**config.mk**
```make
export PLATFORM = sky130hd
export DESIGN_NAME = dram_debug_display
export DESIGN_NICKNAME = d
export VERILOG_FILES = /design/src/hdl/dram_debug_pkg.sv /design/src/hdl/seg_display_pkg.sv /design/src/hdl/knob_sync.sv /design/src/hdl/request_stats.sv /design/src/hdl/debug_page_mux.sv /design/src/hdl/scan_timer.sv /design/src/hdl/digit_scan_fsm.sv /design/src/hdl/segment_driver.sv /design/src/hdl/dram_debug_display.sv
export SDC_FILE = /design/constraint.sdc
export NUM_CORES = 1
export LEC_CHECK = 0
export ABC_AREA = 1
export BUFFER_PORTS_ARGS = -buffer_cell sky130_fd_sc_hd__buf_2
export CAP_MARGIN = 20
export CORE_MARGIN = 1.5
export CORE_UTILIZATION = 45
export DETAILED_ROUTE_END_ITERATION = 10
export PLACE_DENSITY = 0.71
export SLEW_MARGIN = 40
export SYNTH_ARGS = -nofsm -noshare
export SYNTH_HDL_FRONTEND = slang
export SYNTH_SLANG_ARGS = --single-unit
export TNS_END_PERCENT = 50
```
**constraint.sdc**
```tcl
create_clock -name clk_dram_ctrl -period 2.2 [get_ports clk_dram_ctrl]
set_input_delay 0.22 -clock clk_dram_ctrl [delete_from_list [all_inputs] [get_ports clk_dram_ctrl]]
set_output_delay 0.22 -clock clk_dram_ctrl [all_outputs]
set_load 0.05 [all_outputs]
```
**src/hdl/dram_debug_pkg.sv**
```systemverilog
package dram_debug_pkg;

    localparam int KNOB_W    = 10;  // one ADC knob reading
    localparam int SRC_W     = 3;   // one patch-source selection
    localparam int COUNT_W   = 24;  // completed-request counter
    localparam int DISPLAY_W = 32;  // eight hex digits

    // first field lands in the msbs
    typedef struct packed {
        logic [KNOB_W-1:0] volume;
        logic [KNOB_W-1:0] pitch;
        logic [KNOB_W-1:0] delay_wet;
        logic [KNOB_W-1:0] delay_rate;
        logic [KNOB_W-1:0] delay_feedback;
        logic [KNOB_W-1:0] reverb_wet;
        logic [KNOB_W-1:0] reverb_size;
        logic [KNOB_W-1:0] reverb_feedback;
        logic [KNOB_W-1:0] filter_quality;
        logic [KNOB_W-1:0] filter_cutoff;
        logic [KNOB_W-1:0] distortion_drive;
        logic [KNOB_W-1:0] crush_pressure;
    } knob_set_t;

    typedef struct packed {
        logic [SRC_W-1:0] output_src;
        logic [SRC_W-1:0] crush_src;
        logic [SRC_W-1:0] distortion_src;
        logic [SRC_W-1:0] filter_src;
        logic [SRC_W-1:0] reverb_src;
        logic [SRC_W-1:0] delay_src;
    } patch_src_t;

    // page select, comes straight off the switches
    typedef enum logic [2:0] {
        PAGE_REQ_COUNT            = 3'd0,
        PAGE_VOL_PITCH            = 3'd1,
        PAGE_DELAY_WET_RATE       = 3'd2,
        PAGE_DELAY_FB_REVERB_WET  = 3'd3,
        PAGE_REVERB_SIZE_FB       = 3'd4,
        PAGE_FILTER_Q_CUTOFF      = 3'd5,
        PAGE_DRIVE_CRUSH          = 3'd6,
        PAGE_PATCH_ROUTING        = 3'd7
    } display_page_e;

endpackage

```
**src/hdl/seg_display_pkg.sv**
```systemverilog
package seg_display_pkg;

    localparam int DIGITS   = 8;   // digits on the board, both halves together
    localparam int SEG_W    = 7;   // g..a, no decimal point
    localparam int SCAN_DIV = 16;  // clocks per digit

    localparam int SCAN_CNT_W = $clog2(SCAN_DIV);

    typedef logic [DIGITS-1:0]     seg_an_t;
    typedef logic [SEG_W-1:0]      seg_cat_t;
    typedef logic [SCAN_CNT_W-1:0] scan_cnt_t;

    // last count value before the divider wraps
    localparam scan_cnt_t SCAN_LAST = SCAN_CNT_W'(SCAN_DIV - 1);

    // one state per lit digit
    typedef enum logic [2:0] {
        SCAN_D0 = 3'd0,
        SCAN_D1 = 3'd1,
        SCAN_D2 = 3'd2,
        SCAN_D3 = 3'd3,
        SCAN_D4 = 3'd4,
        SCAN_D5 = 3'd5,
        SCAN_D6 = 3'd6,
        SCAN_D7 = 3'd7
    } scan_state_e;

endpackage

```
**src/hdl/knob_sync.sv**
```systemverilog
module knob_sync (
    input  logic                       clk_dram_ctrl,
    input  logic                       rst_dram_ctrl,
    input  dram_debug_pkg::knob_set_t  i_knobs,
    input  dram_debug_pkg::patch_src_t i_patch,
    output dram_debug_pkg::knob_set_t  o_knobs,
    output dram_debug_pkg::patch_src_t o_patch
);

    // first stage may go metastable, only the second is used
    dram_debug_pkg::knob_set_t  knobs_meta;
    dram_debug_pkg::patch_src_t patch_meta;

    always_ff @(posedge clk_dram_ctrl) begin
        if (rst_dram_ctrl) begin
            knobs_meta <= '0;
            patch_meta <= '0;
            o_knobs    <= '0;
            o_patch    <= '0;
        end else begin
            knobs_meta <= i_knobs;
            patch_meta <= i_patch;
            o_knobs    <= knobs_meta;
            o_patch    <= patch_meta;
        end
    end

endmodule

```
**src/hdl/request_stats.sv**
```systemverilog
module request_stats (
    input  logic                                clk_dram_ctrl,
    input  logic                                rst_dram_ctrl,
    input  logic                                i_mem_ack,     // one per finished request
    input  logic                                i_write_last,  // end of sample load
    output logic [dram_debug_pkg::COUNT_W-1:0] o_req_count,
    output logic                                o_write_done
);

    // counter rolls over at 2^24
    always_ff @(posedge clk_dram_ctrl) begin
        if (rst_dram_ctrl) begin
            o_req_count <= '0;
        end else if (i_mem_ack) begin
            o_req_count <= o_req_count + 1'b1;
        end
    end

    // sticky until reset
    always_ff @(posedge clk_dram_ctrl) begin
        if (rst_dram_ctrl) begin
            o_write_done <= 1'b0;
        end else if (i_write_last) begin
            o_write_done <= 1'b1;
        end
    end

endmodule

```
**src/hdl/debug_page_mux.sv**
```systemverilog
module debug_page_mux (
    input  dram_debug_pkg::display_page_e         i_page,
    input  dram_debug_pkg::knob_set_t             i_knobs,
    input  dram_debug_pkg::patch_src_t            i_patch,
    input  logic [dram_debug_pkg::COUNT_W-1:0]    i_req_count,
    output logic [dram_debug_pkg::DISPLAY_W-1:0]  o_word
);

    always_comb begin
        case (i_page)
            dram_debug_pkg::PAGE_VOL_PITCH:
                o_word = {16'(i_knobs.volume), 16'(i_knobs.pitch)};
            dram_debug_pkg::PAGE_DELAY_WET_RATE:
                o_word = {16'(i_knobs.delay_wet), 16'(i_knobs.delay_rate)};
            dram_debug_pkg::PAGE_DELAY_FB_REVERB_WET:
                o_word = {16'(i_knobs.delay_feedback), 16'(i_knobs.reverb_wet)};
            dram_debug_pkg::PAGE_REVERB_SIZE_FB:
                o_word = {16'(i_knobs.reverb_size), 16'(i_knobs.reverb_feedback)};
            dram_debug_pkg::PAGE_FILTER_Q_CUTOFF:
                o_word = {16'(i_knobs.filter_quality), 16'(i_knobs.filter_cutoff)};
            dram_debug_pkg::PAGE_DRIVE_CRUSH:
                o_word = {16'(i_knobs.distortion_drive), 16'(i_knobs.crush_pressure)};
            dram_debug_pkg::PAGE_PATCH_ROUTING: begin
                // one source per digit, delay leftmost
                o_word = {8'h00,
                          1'b0, i_patch.delay_src,
                          1'b0, i_patch.reverb_src,
                          1'b0, i_patch.filter_src,
                          1'b0, i_patch.distortion_src,
                          1'b0, i_patch.crush_src,
                          1'b0, i_patch.output_src};
            end
            default:
                o_word = {16'h0000, i_req_count[15:0]};  // low half of the count only
        endcase
    end

endmodule

```
**src/hdl/scan_timer.sv**
```systemverilog
module scan_timer (
    input  logic clk_dram_ctrl,
    input  logic rst_dram_ctrl,
    output logic o_tick
);

    seg_display_pkg::scan_cnt_t div_cnt;

    // free running, wraps every SCAN_DIV clocks
    always_ff @(posedge clk_dram_ctrl) begin
        if (rst_dram_ctrl) begin
            div_cnt <= '0;
        end else if (div_cnt == seg_display_pkg::SCAN_LAST) begin
            div_cnt <= '0;
        end else begin
            div_cnt <= div_cnt + 1'b1;
        end
    end

    assign o_tick = (div_cnt == seg_display_pkg::SCAN_LAST);  // wrap cycle

endmodule

```
**src/hdl/digit_scan_fsm.sv**
```systemverilog
module digit_scan_fsm (
    input  logic                         clk_dram_ctrl,
    input  logic                         rst_dram_ctrl,
    input  logic                         i_tick,
    output seg_display_pkg::scan_state_e o_state
);

    seg_display_pkg::scan_state_e state_next;

    // ring D0 -> D7 -> D0
    always_comb begin
        case (o_state)
            seg_display_pkg::SCAN_D0: state_next = seg_display_pkg::SCAN_D1;
            seg_display_pkg::SCAN_D1: state_next = seg_display_pkg::SCAN_D2;
            seg_display_pkg::SCAN_D2: state_next = seg_display_pkg::SCAN_D3;
            seg_display_pkg::SCAN_D3: state_next = seg_display_pkg::SCAN_D4;
            seg_display_pkg::SCAN_D4: state_next = seg_display_pkg::SCAN_D5;
            seg_display_pkg::SCAN_D5: state_next = seg_display_pkg::SCAN_D6;
            seg_display_pkg::SCAN_D6: state_next = seg_display_pkg::SCAN_D7;
            default:                  state_next = seg_display_pkg::SCAN_D0;
        endcase
    end

    always_ff @(posedge clk_dram_ctrl) begin
        if (rst_dram_ctrl) begin
            o_state <= seg_display_pkg::SCAN_D0;
        end else if (i_tick) begin
            o_state <= state_next;  // hold between ticks
        end
    end

endmodule

```
**src/hdl/segment_driver.sv**
```systemverilog
module segment_driver (
    input  logic                                 clk_dram_ctrl,
    input  logic                                 rst_dram_ctrl,
    input  seg_display_pkg::scan_state_e         i_state,
    input  logic [dram_debug_pkg::DISPLAY_W-1:0] i_word,
    output seg_display_pkg::seg_an_t             o_seg_an,
    output seg_display_pkg::seg_cat_t            o_seg_cat
);

    logic [3:0]                nibble;
    seg_display_pkg::seg_cat_t cat_next;
    seg_display_pkg::seg_an_t  an_next;

    assign nibble  = i_word[{i_state, 2'b00} +: 4];  // nibble 0 is the lsb digit
    assign an_next = ~(seg_display_pkg::seg_an_t'(1) << i_state);

    // gfedcba, low lights the segment
    always_comb begin
        case (nibble)
            4'h0: cat_next = 7'b1000000;
            4'h1: cat_next = 7'b1111001;
            4'h2: cat_next = 7'b0100100;
            4'h3: cat_next = 7'b0110000;
            4'h4: cat_next = 7'b0011001;
            4'h5: cat_next = 7'b0010010;
            4'h6: cat_next = 7'b0000010;
            4'h7: cat_next = 7'b1111000;
            4'h8: cat_next = 7'b0000000;
            4'h9: cat_next = 7'b0010000;
            4'ha: cat_next = 7'b0001000;
            4'hb: cat_next = 7'b0000011;  // lower case b
            4'hc: cat_next = 7'b1000110;
            4'hd: cat_next = 7'b0100001;  // lower case d
            4'he: cat_next = 7'b0000110;
            default: cat_next = 7'b0001110;
        endcase
    end

    // anode and cathode move together so no ghosting on the next digit
    always_ff @(posedge clk_dram_ctrl) begin
        if (rst_dram_ctrl) begin
            o_seg_an  <= '1;
            o_seg_cat <= '1;
        end else begin
            o_seg_an  <= an_next;
            o_seg_cat <= cat_next;
        end
    end

endmodule

```
**src/hdl/dram_debug_display.sv**
```systemverilog
module dram_debug_display (
    input  logic                                clk_dram_ctrl,
    input  logic                                rst_dram_ctrl,
    input  logic                                i_mem_ack,
    input  logic                                i_write_last,
    input  dram_debug_pkg::knob_set_t           i_knobs,
    input  dram_debug_pkg::patch_src_t          i_patch,
    input  dram_debug_pkg::display_page_e       i_page,
    output logic [dram_debug_pkg::COUNT_W-1:0] o_req_count,
    output logic                                o_write_done,
    output seg_display_pkg::seg_an_t            o_seg_an,
    output seg_display_pkg::seg_cat_t           o_seg_cat
);

    dram_debug_pkg::knob_set_t            knobs_sync;
    dram_debug_pkg::patch_src_t           patch_sync;
    logic [dram_debug_pkg::DISPLAY_W-1:0] disp_word;
    logic                                 scan_tick;
    seg_display_pkg::scan_state_e         scan_state;

    knob_sync u_knob_sync (
        .clk_dram_ctrl (clk_dram_ctrl),
        .rst_dram_ctrl (rst_dram_ctrl),
        .i_knobs       (i_knobs),
        .i_patch       (i_patch),
        .o_knobs       (knobs_sync),
        .o_patch       (patch_sync)
    );

    request_stats u_request_stats (
        .clk_dram_ctrl (clk_dram_ctrl),
        .rst_dram_ctrl (rst_dram_ctrl),
        .i_mem_ack     (i_mem_ack),
        .i_write_last  (i_write_last),
        .o_req_count   (o_req_count),
        .o_write_done  (o_write_done)
    );

    // page select is static from the switches, no sync stage
    debug_page_mux u_debug_page_mux (
        .i_page      (i_page),
        .i_knobs     (knobs_sync),
        .i_patch     (patch_sync),
        .i_req_count (o_req_count),
        .o_word      (disp_word)
    );

    scan_timer u_scan_timer (
        .clk_dram_ctrl (clk_dram_ctrl),
        .rst_dram_ctrl (rst_dram_ctrl),
        .o_tick        (scan_tick)
    );

    digit_scan_fsm u_digit_scan_fsm (
        .clk_dram_ctrl (clk_dram_ctrl),
        .rst_dram_ctrl (rst_dram_ctrl),
        .i_tick        (scan_tick),
        .o_state       (scan_state)
    );

    segment_driver u_segment_driver (
        .clk_dram_ctrl (clk_dram_ctrl),
        .rst_dram_ctrl (rst_dram_ctrl),
        .i_state       (scan_state),
        .i_word        (disp_word),
        .o_seg_an      (o_seg_an),
        .o_seg_cat     (o_seg_cat)
    );

endmodule

```
Word level (Yosys, flattened, before mapping)
Memory sizes are Yosys's and may differ from the RTL's. A register that Yosys moved wholly into a read port is not among the register bits.
Cells that the tools add are included.
{"block": "classes", "reduce_logical": 2, "n_shift": 2, "n_mux": 2, "eq_ne": 14, "bitwise": 1, "addsub": 2}
{"operator": "26-bit one-hot mux with 7 select lines", "n": 1}
{"operator": "32-bit by 6-bit indexed part select with 4-bit output", "n": 1}
{"operator": "24-bit by 1-bit adder with 24-bit output, second input constant", "n": 1}
{"operator": "3-bit == test, second input constant", "n": 7}
{"operator": "3-bit one-hot mux with 7 select lines", "n": 1}
{"operator": "3-bit by 2-bit == test with 1-bit output, second input constant", "n": 4}
{"operator": "8-bit NOT", "n": 1}
{"operator": "1-bit by 3-bit << shifter with 8-bit output, first input constant", "n": 1}
{"operator": "3-bit by 1-bit == test with 1-bit output, second input constant", "n": 2}
{"operator": "4-bit by 1-bit adder with 4-bit output, second input constant", "n": 1}
{"operator": "4-bit == test, second input constant", "n": 1}
{"operator": "3-bit logical NOT", "n": 1}
{"operator": "2-bit OR reduction", "n": 1}
{"block": "totals", "mem_count": 1, "register_bits": 316, "mem_bits_ro": 112}
{"memory": "(name not given)", "words": 16, "width": 7, "read_ports": 1, "rd_ports_with_merged_regs": 1, "write_ports": 0, "line_no": "segment_driver.sv:19", "rtl": "case (nibble)"}

Depth between registers and ports, before layout
Gate-level depths: netlist (run 1).
{"block": "logic_depth", "ltp_word": 3, "ltp_mapped": 18}

Modules after synthesis
From an unflattened synthesis (run 1), not the netlist that was laid out.
{"block": "unflattened", "cells_unflattened": 1587, "area_unflattened_um2": 12136.6}
{"module": "knob_sync", "seq_area_each_um2": 5525.3, "n_inst": 1, "area_per_inst_um2": 7923.8, "cells_each": 859}
{"module": "debug_page_mux", "seq_area_each_um2": 0.0, "n_inst": 1, "area_per_inst_um2": 1626.6, "cells_each": 343}
{"module": "request_stats", "seq_area_each_um2": 500.5, "n_inst": 1, "area_per_inst_um2": 1270.0, "cells_each": 183}
{"module": "segment_driver", "seq_area_each_um2": 300.3, "n_inst": 1, "area_per_inst_um2": 1036.0, "cells_each": 167}
{"module": "scan_timer", "seq_area_each_um2": 80.1, "n_inst": 1, "area_per_inst_um2": 160.2, "cells_each": 18}
{"module": "digit_scan_fsm", "seq_area_each_um2": 60.1, "n_inst": 1, "area_per_inst_um2": 120.1, "cells_each": 17}

Worst setup path after synthesis (run 1)
No wires, ideal clock.
{"block": "synth_path", "path_kind": "register to register", "start": "register u_request_stats.o_req_count[8] in the netlist's numbering", "end": "register u_segment_driver.o_seg_cat[1]", "arrival_time_ps": 2001, "t_required_ps": 2087, "n_path_buf": 0, "stages_incl_launch_ff": 15, "synth_period_minus_slack_ps": 2114, "slack_ps": 86, "path_cell_list": "dfxtp_1 > inv_1 > o21ai_0 > inv_1 > nand3_1 > nand2_1 > nand2_1 > nand3_1 > nand2_1 > inv_1 > ha_1 > nand3_1 > nor2_1 > nor2_1 > nand2_1"}
{"block": "synth_between", "elab_chain_len": 2}
{"item": "start, declared", "line_no": "request_stats.sv:6", "rtl": "output logic [dram_debug_pkg::COUNT_W-1:0] o_req_count,"}
{"item": "start signal, assigned", "line_no": "request_stats.sv:15", "rtl": "o_req_count <= o_req_count + 1'b1;"}
{"item": "26-bit one-hot mux with 7 select lines", "line_no": "debug_page_mux.sv:10", "rtl": "case (i_page)"}
{"item": "32-bit by 6-bit indexed part select with 4-bit output", "line_no": "segment_driver.sv:14", "rtl": "assign nibble = i_word[{i_state, 2'b00} +: 4];"}
{"item": "end, declared", "line_no": "segment_driver.sv:7", "rtl": "output seg_display_pkg::seg_cat_t o_seg_cat"}
Every way passes these cells.
A chain may end at the register's enable or synchronous reset.

Final worst setup path (run 1)
{"block": "layout_path", "start": "register u_digit_scan_fsm.o_state[0]", "end": "register u_segment_driver.o_seg_cat[1]"}
{"block": "layout_between", "elab_chain_len": 1}
{"item": "start, declared", "line_no": "digit_scan_fsm.sv:5", "rtl": "output seg_display_pkg::scan_state_e o_state"}
{"item": "start signal, assigned", "line_no": "digit_scan_fsm.sv:26", "rtl": "o_state <= seg_display_pkg::SCAN_D0;"}
{"item": "start signal, assigned", "line_no": "digit_scan_fsm.sv:28", "rtl": "o_state <= state_next;"}
{"item": "32-bit by 6-bit indexed part select with 4-bit output", "line_no": "segment_driver.sv:14"}
Every way passes these cells.

==> results of run 1 <==
==> cell families (layout without fill, tap and decap cells) <==
| kind of cell | count (synthesis) | count (layout) | share of synthesized area |
|---|---|---|---|
| flip-flops | 323 | 323 | 0.550 |
| XOR/XNOR | 6 | 6 | 0.00447 |
| AND/OR/NAND/NOR | 695 | 695 | 0.255 |
| adder cells (fa/ha/maj) | 12 | 12 | 0.0128 |
| AO/OA/AOI/OAI | 69 | 69 | 0.0309 |
| other | 0 | 2 | 0 |
| buffers and inverters | 437 | 816 | 0.146 |
==> path summary, 6_finish.rpt <==
kind | from | endpoint | slack, ns | cells past startpoint
min reg2reg | u_knob_sync.knobs_meta[60] | u_knob_sync.o_knobs[60] | 0.40 | 2
max reg2reg | u_digit_scan_fsm.o_state[0] | u_segment_driver.o_seg_cat[1] | 0.22 | 14
min | i_mem_ack | u_request_stats.o_req_count[2] | 0.03 | 3
max | u_digit_scan_fsm.o_state[0] | u_segment_driver.o_seg_cat[1] | 0.22 | 14
==> critical path: stages (launching register included) <==
cell and delay [ns]:
dfxtp_2 0.34, inv_1 0.08, buf_4 0.16, o21ai_1 0.09, inv_1 0.07, nand3_1 0.09, a21oi_1 0.15, nor2_1 0.07
nor2_2 0.16, buf_4 0.15, ha_1 0.22, nand3_1 0.11, nor2_1 0.06, nor2_1 0.08, nand2_1 0.05
==> state kept, by name, indices dropped and copies added, names as in the netlist <==
name / cells
u_segment_driver.o_seg_an: 8
u_knob_sync.o_knobs: 120
u_request_stats.o_req_count: 24
u_knob_sync.knobs_meta: 120
u_knob_sync.o_patch: 18
u_request_stats.o_write_done: 1
u_segment_driver.o_seg_cat: 7
u_scan_timer.div_cnt: 4
u_knob_sync.patch_meta: 18
u_digit_scan_fsm.o_state: 3
==> power groups by stage <==
stage / registers (mW) / logic (mW) / clock network, mW
after floorplan: 6.36 / 0.477 / 0
after global placement: 6.34 / 0.873 / 0
after detailed placement: 6.34 / 0.880 / 0
after CTS: 6.21 / 1.07 / 5.43
after global routing: 6.23 / 1.23 / 5.70
final: 6.21 / 1.11 / 5.38
==> area by class of cell <==
class	instances	area [um2]
Inverter	370	1390
Tap cell	330	413
Antenna cell	2	5.00
Clock inverter	11	159
Multi-Input combinational cell	782	3570
Fill cell	2134	9580
Clock buffer	43	890
Sequential cell	323	6470
Timing Repair Buffer	392	2930
==> metrics by stage <==
step / instances / power [mW]
after floorplan: 1542 / 6.84
after global placement: 2057 / 7.21
after detailed placement: 2057 / 7.22
after CTS: 2250 / 12.7
after global routing: 2253 / 13.2
final: 2253 / 12.7
==> per-layer routing <==
layer	GRT usage	routed length, um	vias to the layer above
li1	-	-	5269
met1	0.304	13800	4610
met2	0.430	16000	363
met3	0.0414	2100	77
met4	0.0971	1200	0
met5	0	0	-
==> cells in the final DEF (no fill, tap or decap), types with 24 or more instances in the layout <==
cell / Yosys / layout
inv_1: 362 / 362
buf_4: 5 / 62
buf_2: 16 / 183
dlygate4sd3_1: 0 / 139
nand3_1: 69 / 69
nand4_1: 70 / 70
clkbuf_16: 0 / 30
dfxtp_1: 323 / 320
nand2_1: 153 / 153
a21oi_1: 24 / 24
nor2_1: 376 / 374
==> timing repair <==
item / 4_1_cts / 5_1_grt
hold endpoints to repair: 139 / 0
endpoints found under the setup margin: 0 / 7
gates resized for setup: 0 / 7
setup buffers: 0 / 1
hold buffers: 139 / 0
==> run_results.csv, run 1 <==
group,metric,value,unit
run_status,status,"completed",
logic_synthesis,synth_area_leader_cell,"dfxtp_1",
route,post-route-drc-count,0,
critical_path,arrival,2.44,ns
final_layout,postLayoutCoreUtil,0.623,
sta,hold_ws,0.0306,ns
sta,clock-skew-final,0.0190,ns
critical_path,crit_required,2.65,ns
logic_synthesis,synthArstFlopShare,0,
logic_synthesis,syn_nets,1699,
logic_synthesis,synth_area_leaders,"dfxtp_1, nor2_1, inv_1, nand2_1, nand4_1",
logic_synthesis,syn_area,11800,um2
sta,maxSlewViolCount,0,
route,ant_nets,0,
route,dr.pass1.iters,5,
floorplanning,dieHeight,165,um
logic_synthesis,ys_seq_area_frac,0.550,
placement,place_ws,-0.108,ns
route,initialDrtViolationCount,878,
global_route,gr-usage-all-layers,0.247,
floorplanning,fp.coreArea,25400,um2
clocking,clock_latency,0.57,ns
logic_synthesis,ys.flop_type,"dfxtp_1",
final_layout,syn2layout_area_growth,34.7,%
pwr,combPwrFrac,0.087,
sta,fin_ws,0.215,ns
sta,final-setup-viol-count,0,
pwr,p_seq_frac,0.489,
global_route,grt_first_pass_wirelength,51900,um
floorplanning,die_width,165,um
global_route,grt_overflow,0,
route,routed_wl,33100,um
critical_path,critPathCaptureType,"register",
pwr,p_leak,7.79,nW
sta,relSlewSlack,0.464,
sta,grt_setup_unrepaired,"false",
placement,place_congestion,0.940,
clocking,cts_made_buffers,30,
pwr,clock_power_share,0.424,
logic_synthesis,synth.most_common_cell,"nor2_1",
sta,finalSetupTns,0,ns
logic_synthesis,avgSynthCellArea,7.62,um2
pwr,ir_drop,587,uV
logic_synthesis,netlist_instances,1542,
floorplanning,ioPinCount,185,
logic_synthesis,synth_seq_cells,323,
global_route,grt_pass1_vias,10200,
sta,tightest_slew,0.804,ns
clocking,clk_pin_slew,0.06,ns
placement,hpwlAfterDp,21400,um
route,via_per_inst,4.58,
critical_path,crit_type,"register to register",
clocking,root_buffer,"clkbuf_16",
critical_path,start_kind,"register",
clocking,htreeDepth,1,
sta,hold_violations,0,
sta,fmax,0.504,GHz
clocking,cts.path.max_buffers,3,
global_route,grt_max_degree,205,
final_layout,layout-drive-gt1-share,0.171,
placement,portBuffers,184,
route,wl_per_cell,14.7,um
logic_synthesis,synth_top_area_frac,0.550,
hold_path,hold_path_class,"input port to register",
pwr,switching_share,0.230,
pwr,p_per_area,802,nW/um2
critical_path,critPathMaxFanout,8,
pwr,internal_power,9.78,mW
pwr,p_switching,2.92,mW
global_route,antenna_found_initial,2,
logic_synthesis,synth_cell_types,38,
clocking,tritoncts,"done",
sta,fin_crit,1.98,ns
run,max_cap_violations,0,
placement,placed_cell_area,13400,um2
clocking,clock_sink_count,323,
logic_synthesis,synth-edff-count,0,
final_layout,fin_area,15800,um2
logic_synthesis,netlist_top_cells_count,"nor2_1, inv_1, dfxtp_1",
floorplanning,initial_core_util,0.463,
floorplanning,fp-row-count,58,
floorplanning,fp.dieArea,27100,um2
sta,finalCritPeriodShare,0.902,
logic_synthesis,yosysWarnings,0,
route,vias,10300,
final_layout,nets,2056,
Note: power is estimated with default switching activity, not from simulation.
==> inputs of run 2 (changes only) <==
CORE_UTILIZATION = 52   (was 45)
PLACE_DENSITY = 0.74   (was 0.71)
RECOVER_POWER = 50   (was not set)
==> run 2 against run 1 <==
Against the previous run: critical path type unchanged; first-iteration DRC count fell by 19%; maximum frequency is 3.4% lower; critical endpoint is now u_segment_driver.o_seg_cat[0]; final cell count fell by 2.3%; sequential cell count did not move; core utilization grew 8.9 points; sequential power is essentially flat; non-clock buffer count down 1; clock power fell by 2%; largest cell class unchanged; worst setup slack worse by 0.070 ns; via count rose by 1.3%.
==> run_results.csv, run 2 (synthesized netlist as in run 1, its figures left out) <==
group,metric,value,unit
pwr,power,12.6,mW
placement,place_congestion,0.944,
clocking,clock_latency,0.56,ns
critical_path,crit_required,2.64,ns
run,max_cap_violations,0,
route,via_per_inst,4.75,
final_layout,fill_cells,1625,
critical_path,worstReg2RegEnd,"u_segment_driver.o_seg_cat[0]",
critical_path,arrival,2.49,ns
floorplanning,fp-row-count,54,
route,vias,10500,
sta,tightest_slew,1.13,ns
sta,relSlewSlack,0.250,
floorplanning,dieHeight,153,um
critical_path,reg2reg_depth,15,
floorplanning,fp.dieArea,23500,um2
sta,hold_violations,0,
clocking,cts_made_buffers,31,
route,initialDrtViolationCount,713,
final_layout,seq_area,6470,um2
hold_path,hold_path_class,"input port to register",
clocking,clock_sink_count,323,
route,ant_nets,0,
critical_path,critPathMaxFanout,5,
pwr,p_leak,7.74,nW
route,dr.pass1.iters,5,
hold_path,min_to,"u_request_stats.o_req_count[2]",
hold_path,worstHoldStart,"i_mem_ack",
floorplanning,initial_core_util,0.533,
clocking,clk_pin_slew,0.06,ns
route,post-route-drc-count,0,
sta,finalCritPeriodShare,0.934,
pwr,ir_drop,595,uV
clocking,htreeDepth,1,
clocking,root_buffer,"clkbuf_16",
final_layout,syn2layout_area_growth,33.4,%
sta,fin_ws,0.145,ns
critical_path,start_kind,"register",
critical_path,crit_path_start,"u_digit_scan_fsm.o_state[0]",
run_status,status,"completed",
sta,fmax,0.487,GHz
clocking,cts.path.max_buffers,3,
placement,place_ws,-0.0835,ns
global_route,grt_pass1_vias,10600,
floorplanning,ioPinCount,185,
route,routed_wl,32900,um
placement,placed_cell_area,13300,um2
route,wl_per_cell,14.9,um
hold_path,holdPathStages,4,
sta,clock-skew-final,0.0125,ns
sta,final-setup-viol-count,0,
sta,maxSlewViolCount,0,
placement,hpwlAfterDp,20700,um
final_layout,nets,2056,
global_route,grt_max_degree,101,
final_layout,layout-drive-gt1-share,0.171,
floorplanning,die_width,153,um
critical_path,rrSetupSlack,0.15,ns
global_route,antenna_found_initial,2,
final_layout,final_common_cell,"nor2_1",
floorplanning,fp.coreArea,22000,um2
global_route,grt_first_pass_wirelength,51900,um
global_route,gr-usage-all-layers,0.279,
placement,portBuffers,184,
final_layout,multiInputGateArea,3570,um2
pwr,p_per_area,801,nW/um2
final_layout,postLayoutCoreUtil,0.712,
final_layout,top_regs,"u_knob_sync.knobs_meta: 120 flops, u_knob_sync.o_knobs: 120 flops, u_request_stats.o_req_count: 24 flops",
global_route,grt_overflow,0,
critical_path,crit_type,"register to register",
sta,fin_crit,2.05,ns
critical_path,r2r_start,"u_digit_scan_fsm.o_state[0]",
final_layout,fin_area,15700,um2
clocking,tritoncts,"done",
final_layout,final_cell_mix,"nor2_1, inv_1, dfxtp_1",
critical_path,critPathCaptureType,"register",
run 2: changes by cell type in the layout (fill, tap and decap cells not counted), sizes merged:
cell      before  now
buf          252  248
clkbuf        44   43
clkinv         8    9
bufinv         3    2
clkinvlp       0    3
inv          370  371
run 2: worst max-delay path, stage by stage, from the launching register on:
cell	delay, ns
dfxtp_2	0.40
inv_1	0.11
buf_6	0.13
buf_4	0.16
o21ai_0	0.08
inv_1	0.05
nand2_1	0.06
nand3_1	0.06
nand3_1	0.10
nand2_1	0.09
buf_4	0.15
ha_1	0.20
inv_1	0.08
nand3_1	0.10
nand3_1	0.10
nand3_1	0.08
run 2: cell type report:
| type | count | share of cell area |
|---|---|---|
| Multi-Input combinational cell | 782 | 0.228 |
| Timing Repair Buffer | 391 | 0.184 |
| Clock buffer | 39 | 0.0546 |
| Antenna cell | 2 | 0.000319 |
| Sequential cell | 323 | 0.413 |
| Tap cell | 280 | 0.0223 |
| Inverter | 370 | 0.0887 |
| Clock inverter | 15 | 0.00982 |
run 2: where the power goes:
group	switching, mW	internal (mW)	leakage (nW)	total (mW)
Sequential	0.0972	6.11	2.67	6.21
Combinational	0.610	0.492	4.58	1.10
Clock	2.26	2.99	0.497	5.25
Total	2.96	9.60	7.74	12.6
run 2: metrics by stage:
stage	hold slack [ns]	setup TNS (ns)	instances
global placement	0.393	-0.176	2004
floorplan	0.327	0	1542
detailed placement	0.394	-0.373	2004
finish	0.0322	0	2202
global route	0.0756	-0.0606	2202
CTS	0.0194	0	2197
run 2: how the worst max path moves through the flow:
| stage | endpoint | slack [ns] | cells past startpoint |
|---|---|---|---|
| final | u_segment_driver.o_seg_cat[0] | 0.15 | 15 |
| after floorplan | u_segment_driver.o_seg_cat[1] | 0.09 | 14 |
| after global placement | u_segment_driver.o_seg_cat[1] | -0.05 | 16 |
| after global routing | u_segment_driver.o_seg_cat[3] | -0.03 | 14 |
| after detailed placement | u_segment_driver.o_seg_cat[6] | -0.08 | 19 |
| after CTS | u_segment_driver.o_seg_cat[3] | 0.05 | 14 |
run 2: routing by layer:
layer  share of wire  GRT usage  up-vias
met5               0          0        -
met4           0.048      0.132        0
met3           0.055     0.0479      102
met2            0.49      0.498      375
met1            0.41      0.324     4696
li1                -          -     5278
run 2: what timing repair did:
| item | 4_1_cts | 5_1_grt |
|---|---|---|
| resized for setup | 0 | 6 |
| endpoints found under the setup margin | 0 | 7 |
| hold buffers | 139 | 0 |
| hold endpoints to repair | 139 | 0 |
| setup buffers | 0 | 3 |
==> inputs of run 3 (changes only) <==
SETUP_SLACK_MARGIN = 0.3   (was not set)
==> run 3 against run 2 <==
Against the previous run: largest power group unchanged; worst setup slack improved by 0.15 ns; critical endpoint is now u_segment_driver.o_seg_cat[1]; first-iteration DRC count up 14%; sequential share of layout area is 0.91 points lower; non-clock buffer count is 8 higher.
==> run_results.csv, run 3 (synthesized netlist as in run 1, its figures left out) <==
group,metric,value,unit
floorplanning,initial_core_util,0.533,
run_status,status,"completed",
critical_path,cp_cell_sequence,"buf_4, nand2_1, nor2_2, nand2_2, nand3_2, nor2_2, nor2_2, buf_4, ha_4, nand3_2, nor2_1, nor2_1, nand2_1",
floorplanning,fp-row-count,54,
route,initialDrtViolationCount,812,
critical_path,crit_type,"register to register",
sta,maxSlewViolCount,0,
global_route,grt_overflow,0,
pwr,ir_drop,578,uV
global_route,grt_max_degree,145,
clocking,cts.path.max_buffers,3,
global_route,grtUsageMet1,0.335,
route,routed_wl,34800,um
critical_path,crit_slowest_cell,"dfxtp_4",
critical_path,critPathMaxFanout,5,
final_layout,postLayoutCoreUtil,0.729,
clocking,tritoncts,"done",
sta,fmax,0.524,GHz
pwr,p_seq_frac,0.475,
sta,finalCritPeriodShare,0.867,
clocking,clock_sink_count,323,
sta,clock-skew-final,0.0150,ns
final_layout,top_regs,"u_knob_sync.knobs_meta: 120 flops, u_knob_sync.o_knobs: 120 flops, u_request_stats.o_req_count: 24 flops",
critical_path,critPathCaptureType,"register",
placement,place_congestion,0.957,
clocking,cts_made_buffers,30,
placement,place_ws,-0.116,ns
floorplanning,ioPinCount,185,
placement,portBuffers,184,
pwr,clock_power_share,0.436,
floorplanning,dieHeight,153,um
pwr,switching_share,0.228,
route,post-route-drc-count,0,
clocking,root_buffer,"clkbuf_16",
route,ant_nets,0,
critical_path,arrival,2.34,ns
final_layout,multiInputGateArea,3740,um2
sta,fin_ws,0.293,ns
final_layout,final_cell_mix,"nor2_1, inv_1, dfxtp_1",
placement,hpwlAfterDp,20600,um
route,wl_per_cell,15.7,um
final_layout,syn2layout_area_growth,36.7,%
run,max_cap_violations,0,
global_route,grt_pass1_vias,10700,
pwr,internal_power,10.1,mW
pwr,combPwrFrac,0.089,
clocking,clk_pin_slew,0.07,ns
global_route,busiest_layer,"met2",
floorplanning,fp.coreArea,22000,um2
pwr,p_switching,2.98,mW
sta,grt_setup_unrepaired,"true",
critical_path,crit_top_cell,"nor2_2",
final_layout,final-instance-count-excl-fill,2212,
sta,relSlewSlack,0.161,
sta,fin_crit,1.91,ns
route,dr.pass1.iters,6,
final_layout,nets,2063,
final_layout,fill_cells,1587,
global_route,grt_first_pass_wirelength,54200,um
final_layout,layout-drive-gt1-share,0.194,
global_route,antenna_found_initial,2,
sta,tightest_slew,1.26,ns
pwr,p_per_area,814,nW/um2
global_route,gr-usage-met3,0.0403,
sta,final-setup-viol-count,0,
critical_path,crit_required,2.64,ns
sta,hold_violations,0,
critical_path,start_kind,"register",
clocking,clock_latency,0.56,ns
final_layout,fin_area,16100,um2
global_route,gr-usage-all-layers,0.293,
final_layout,seq_area,6480,um2
pwr,power,13.1,mW
clocking,htreeDepth,1,
critical_path,rrSetupSlack,0.29,ns
route,vias,10700,
pwr,p_leak,7.86,nW
final_layout,final_common_cell,"nor2_1",
hold_path,hold_path_class,"input port to register",
critical_path,critPathMaxStageDelay,0.41,ns
route,via_per_inst,4.82,
global_route,grtUsageMet2,0.553,
floorplanning,fp.dieArea,23500,um2
floorplanning,die_width,153,um
placement,placed_cell_area,13300,um2
placement,placed_cells,2004,
[run 3: cell count changes in the layout (fill, tap and decap cells not counted), sizes merged]
cell	delta
buf	+8
bufinv	+3
clkbuf	+6
clkinv	-4
clkinvlp	-2
inv	-1
[run 3: final cells by class]
class | count | area share
Antenna cell | 2 | 0.000312
Inverter | 370 | 0.0875
Tap cell | 280 | 0.0218
Multi-Input combinational cell | 782 | 0.233
Timing Repair Buffer | 399 | 0.185
Clock buffer | 45 | 0.0571
Clock inverter | 11 | 0.0125
Sequential cell | 323 | 0.404
[run 3: path summary, 6_finish.rpt]
check,start,endpoint,cells past startpoint
setup reg to reg,u_digit_scan_fsm.o_state[0],u_segment_driver.o_seg_cat[1],13
setup / recovery,u_digit_scan_fsm.o_state[0],u_segment_driver.o_seg_cat[1],13
hold reg to reg,u_knob_sync.knobs_meta[38],u_knob_sync.o_knobs[38],2
hold / removal,i_mem_ack,u_request_stats.o_req_count[2],3
[run 3: layer usage]
layer,wire [um],vias up
met5,0,-
met2,17900,399
met3,1820,85
li1,-,5289
met1,13800,4889
met4,1280,0
[run 3: worst max-delay path: cells and delay by family, from the launching register on]
| family | cells | cell delay, ns |
|---|---|---|
| adders and majority gates | 1 | 0.19 |
| DFF | 1 | 0.41 |
| buffers and inverters | 2 | 0.31 |
| and+or+nand+nor | 10 | 0.86 |
[run 3: power groups by stage]
| stage | clock network, mW | logic (mW) | registers, mW |
|---|---|---|---|
| after floorplan | 0 | 0.489 | 6.36 |
| after global placement | 0 | 0.858 | 6.33 |
| after detailed placement | 0 | 0.869 | 6.33 |
| after CTS | 5.73 | 1.07 | 6.20 |
| after global routing | 5.98 | 1.27 | 6.22 |
| final | 5.70 | 1.16 | 6.21 |
[run 3: per-stage QoR]
stage | TNS [ns] | hold WS (ns)
after floorplan | 0 | 0.327
after global placement | -0.0910 | 0.390
after detailed placement | -0.196 | 0.393
after CTS | 0 | 0.0379
after global routing | 0 | 0.0906
final | 0 | 0.0587
[run 3: repair_timing]
| item | 4_1_cts | 5_1_grt |
|---|---|---|
| setup buffers | 3 | 8 |
| endpoints found under the hold margin | 139 | 0 |
| setup endpoints to repair | 7 | 10 |
| hold buffers | 139 | 0 |
| pin swaps | 3 | 17 |
| gates resized for setup | 15 | 39 |
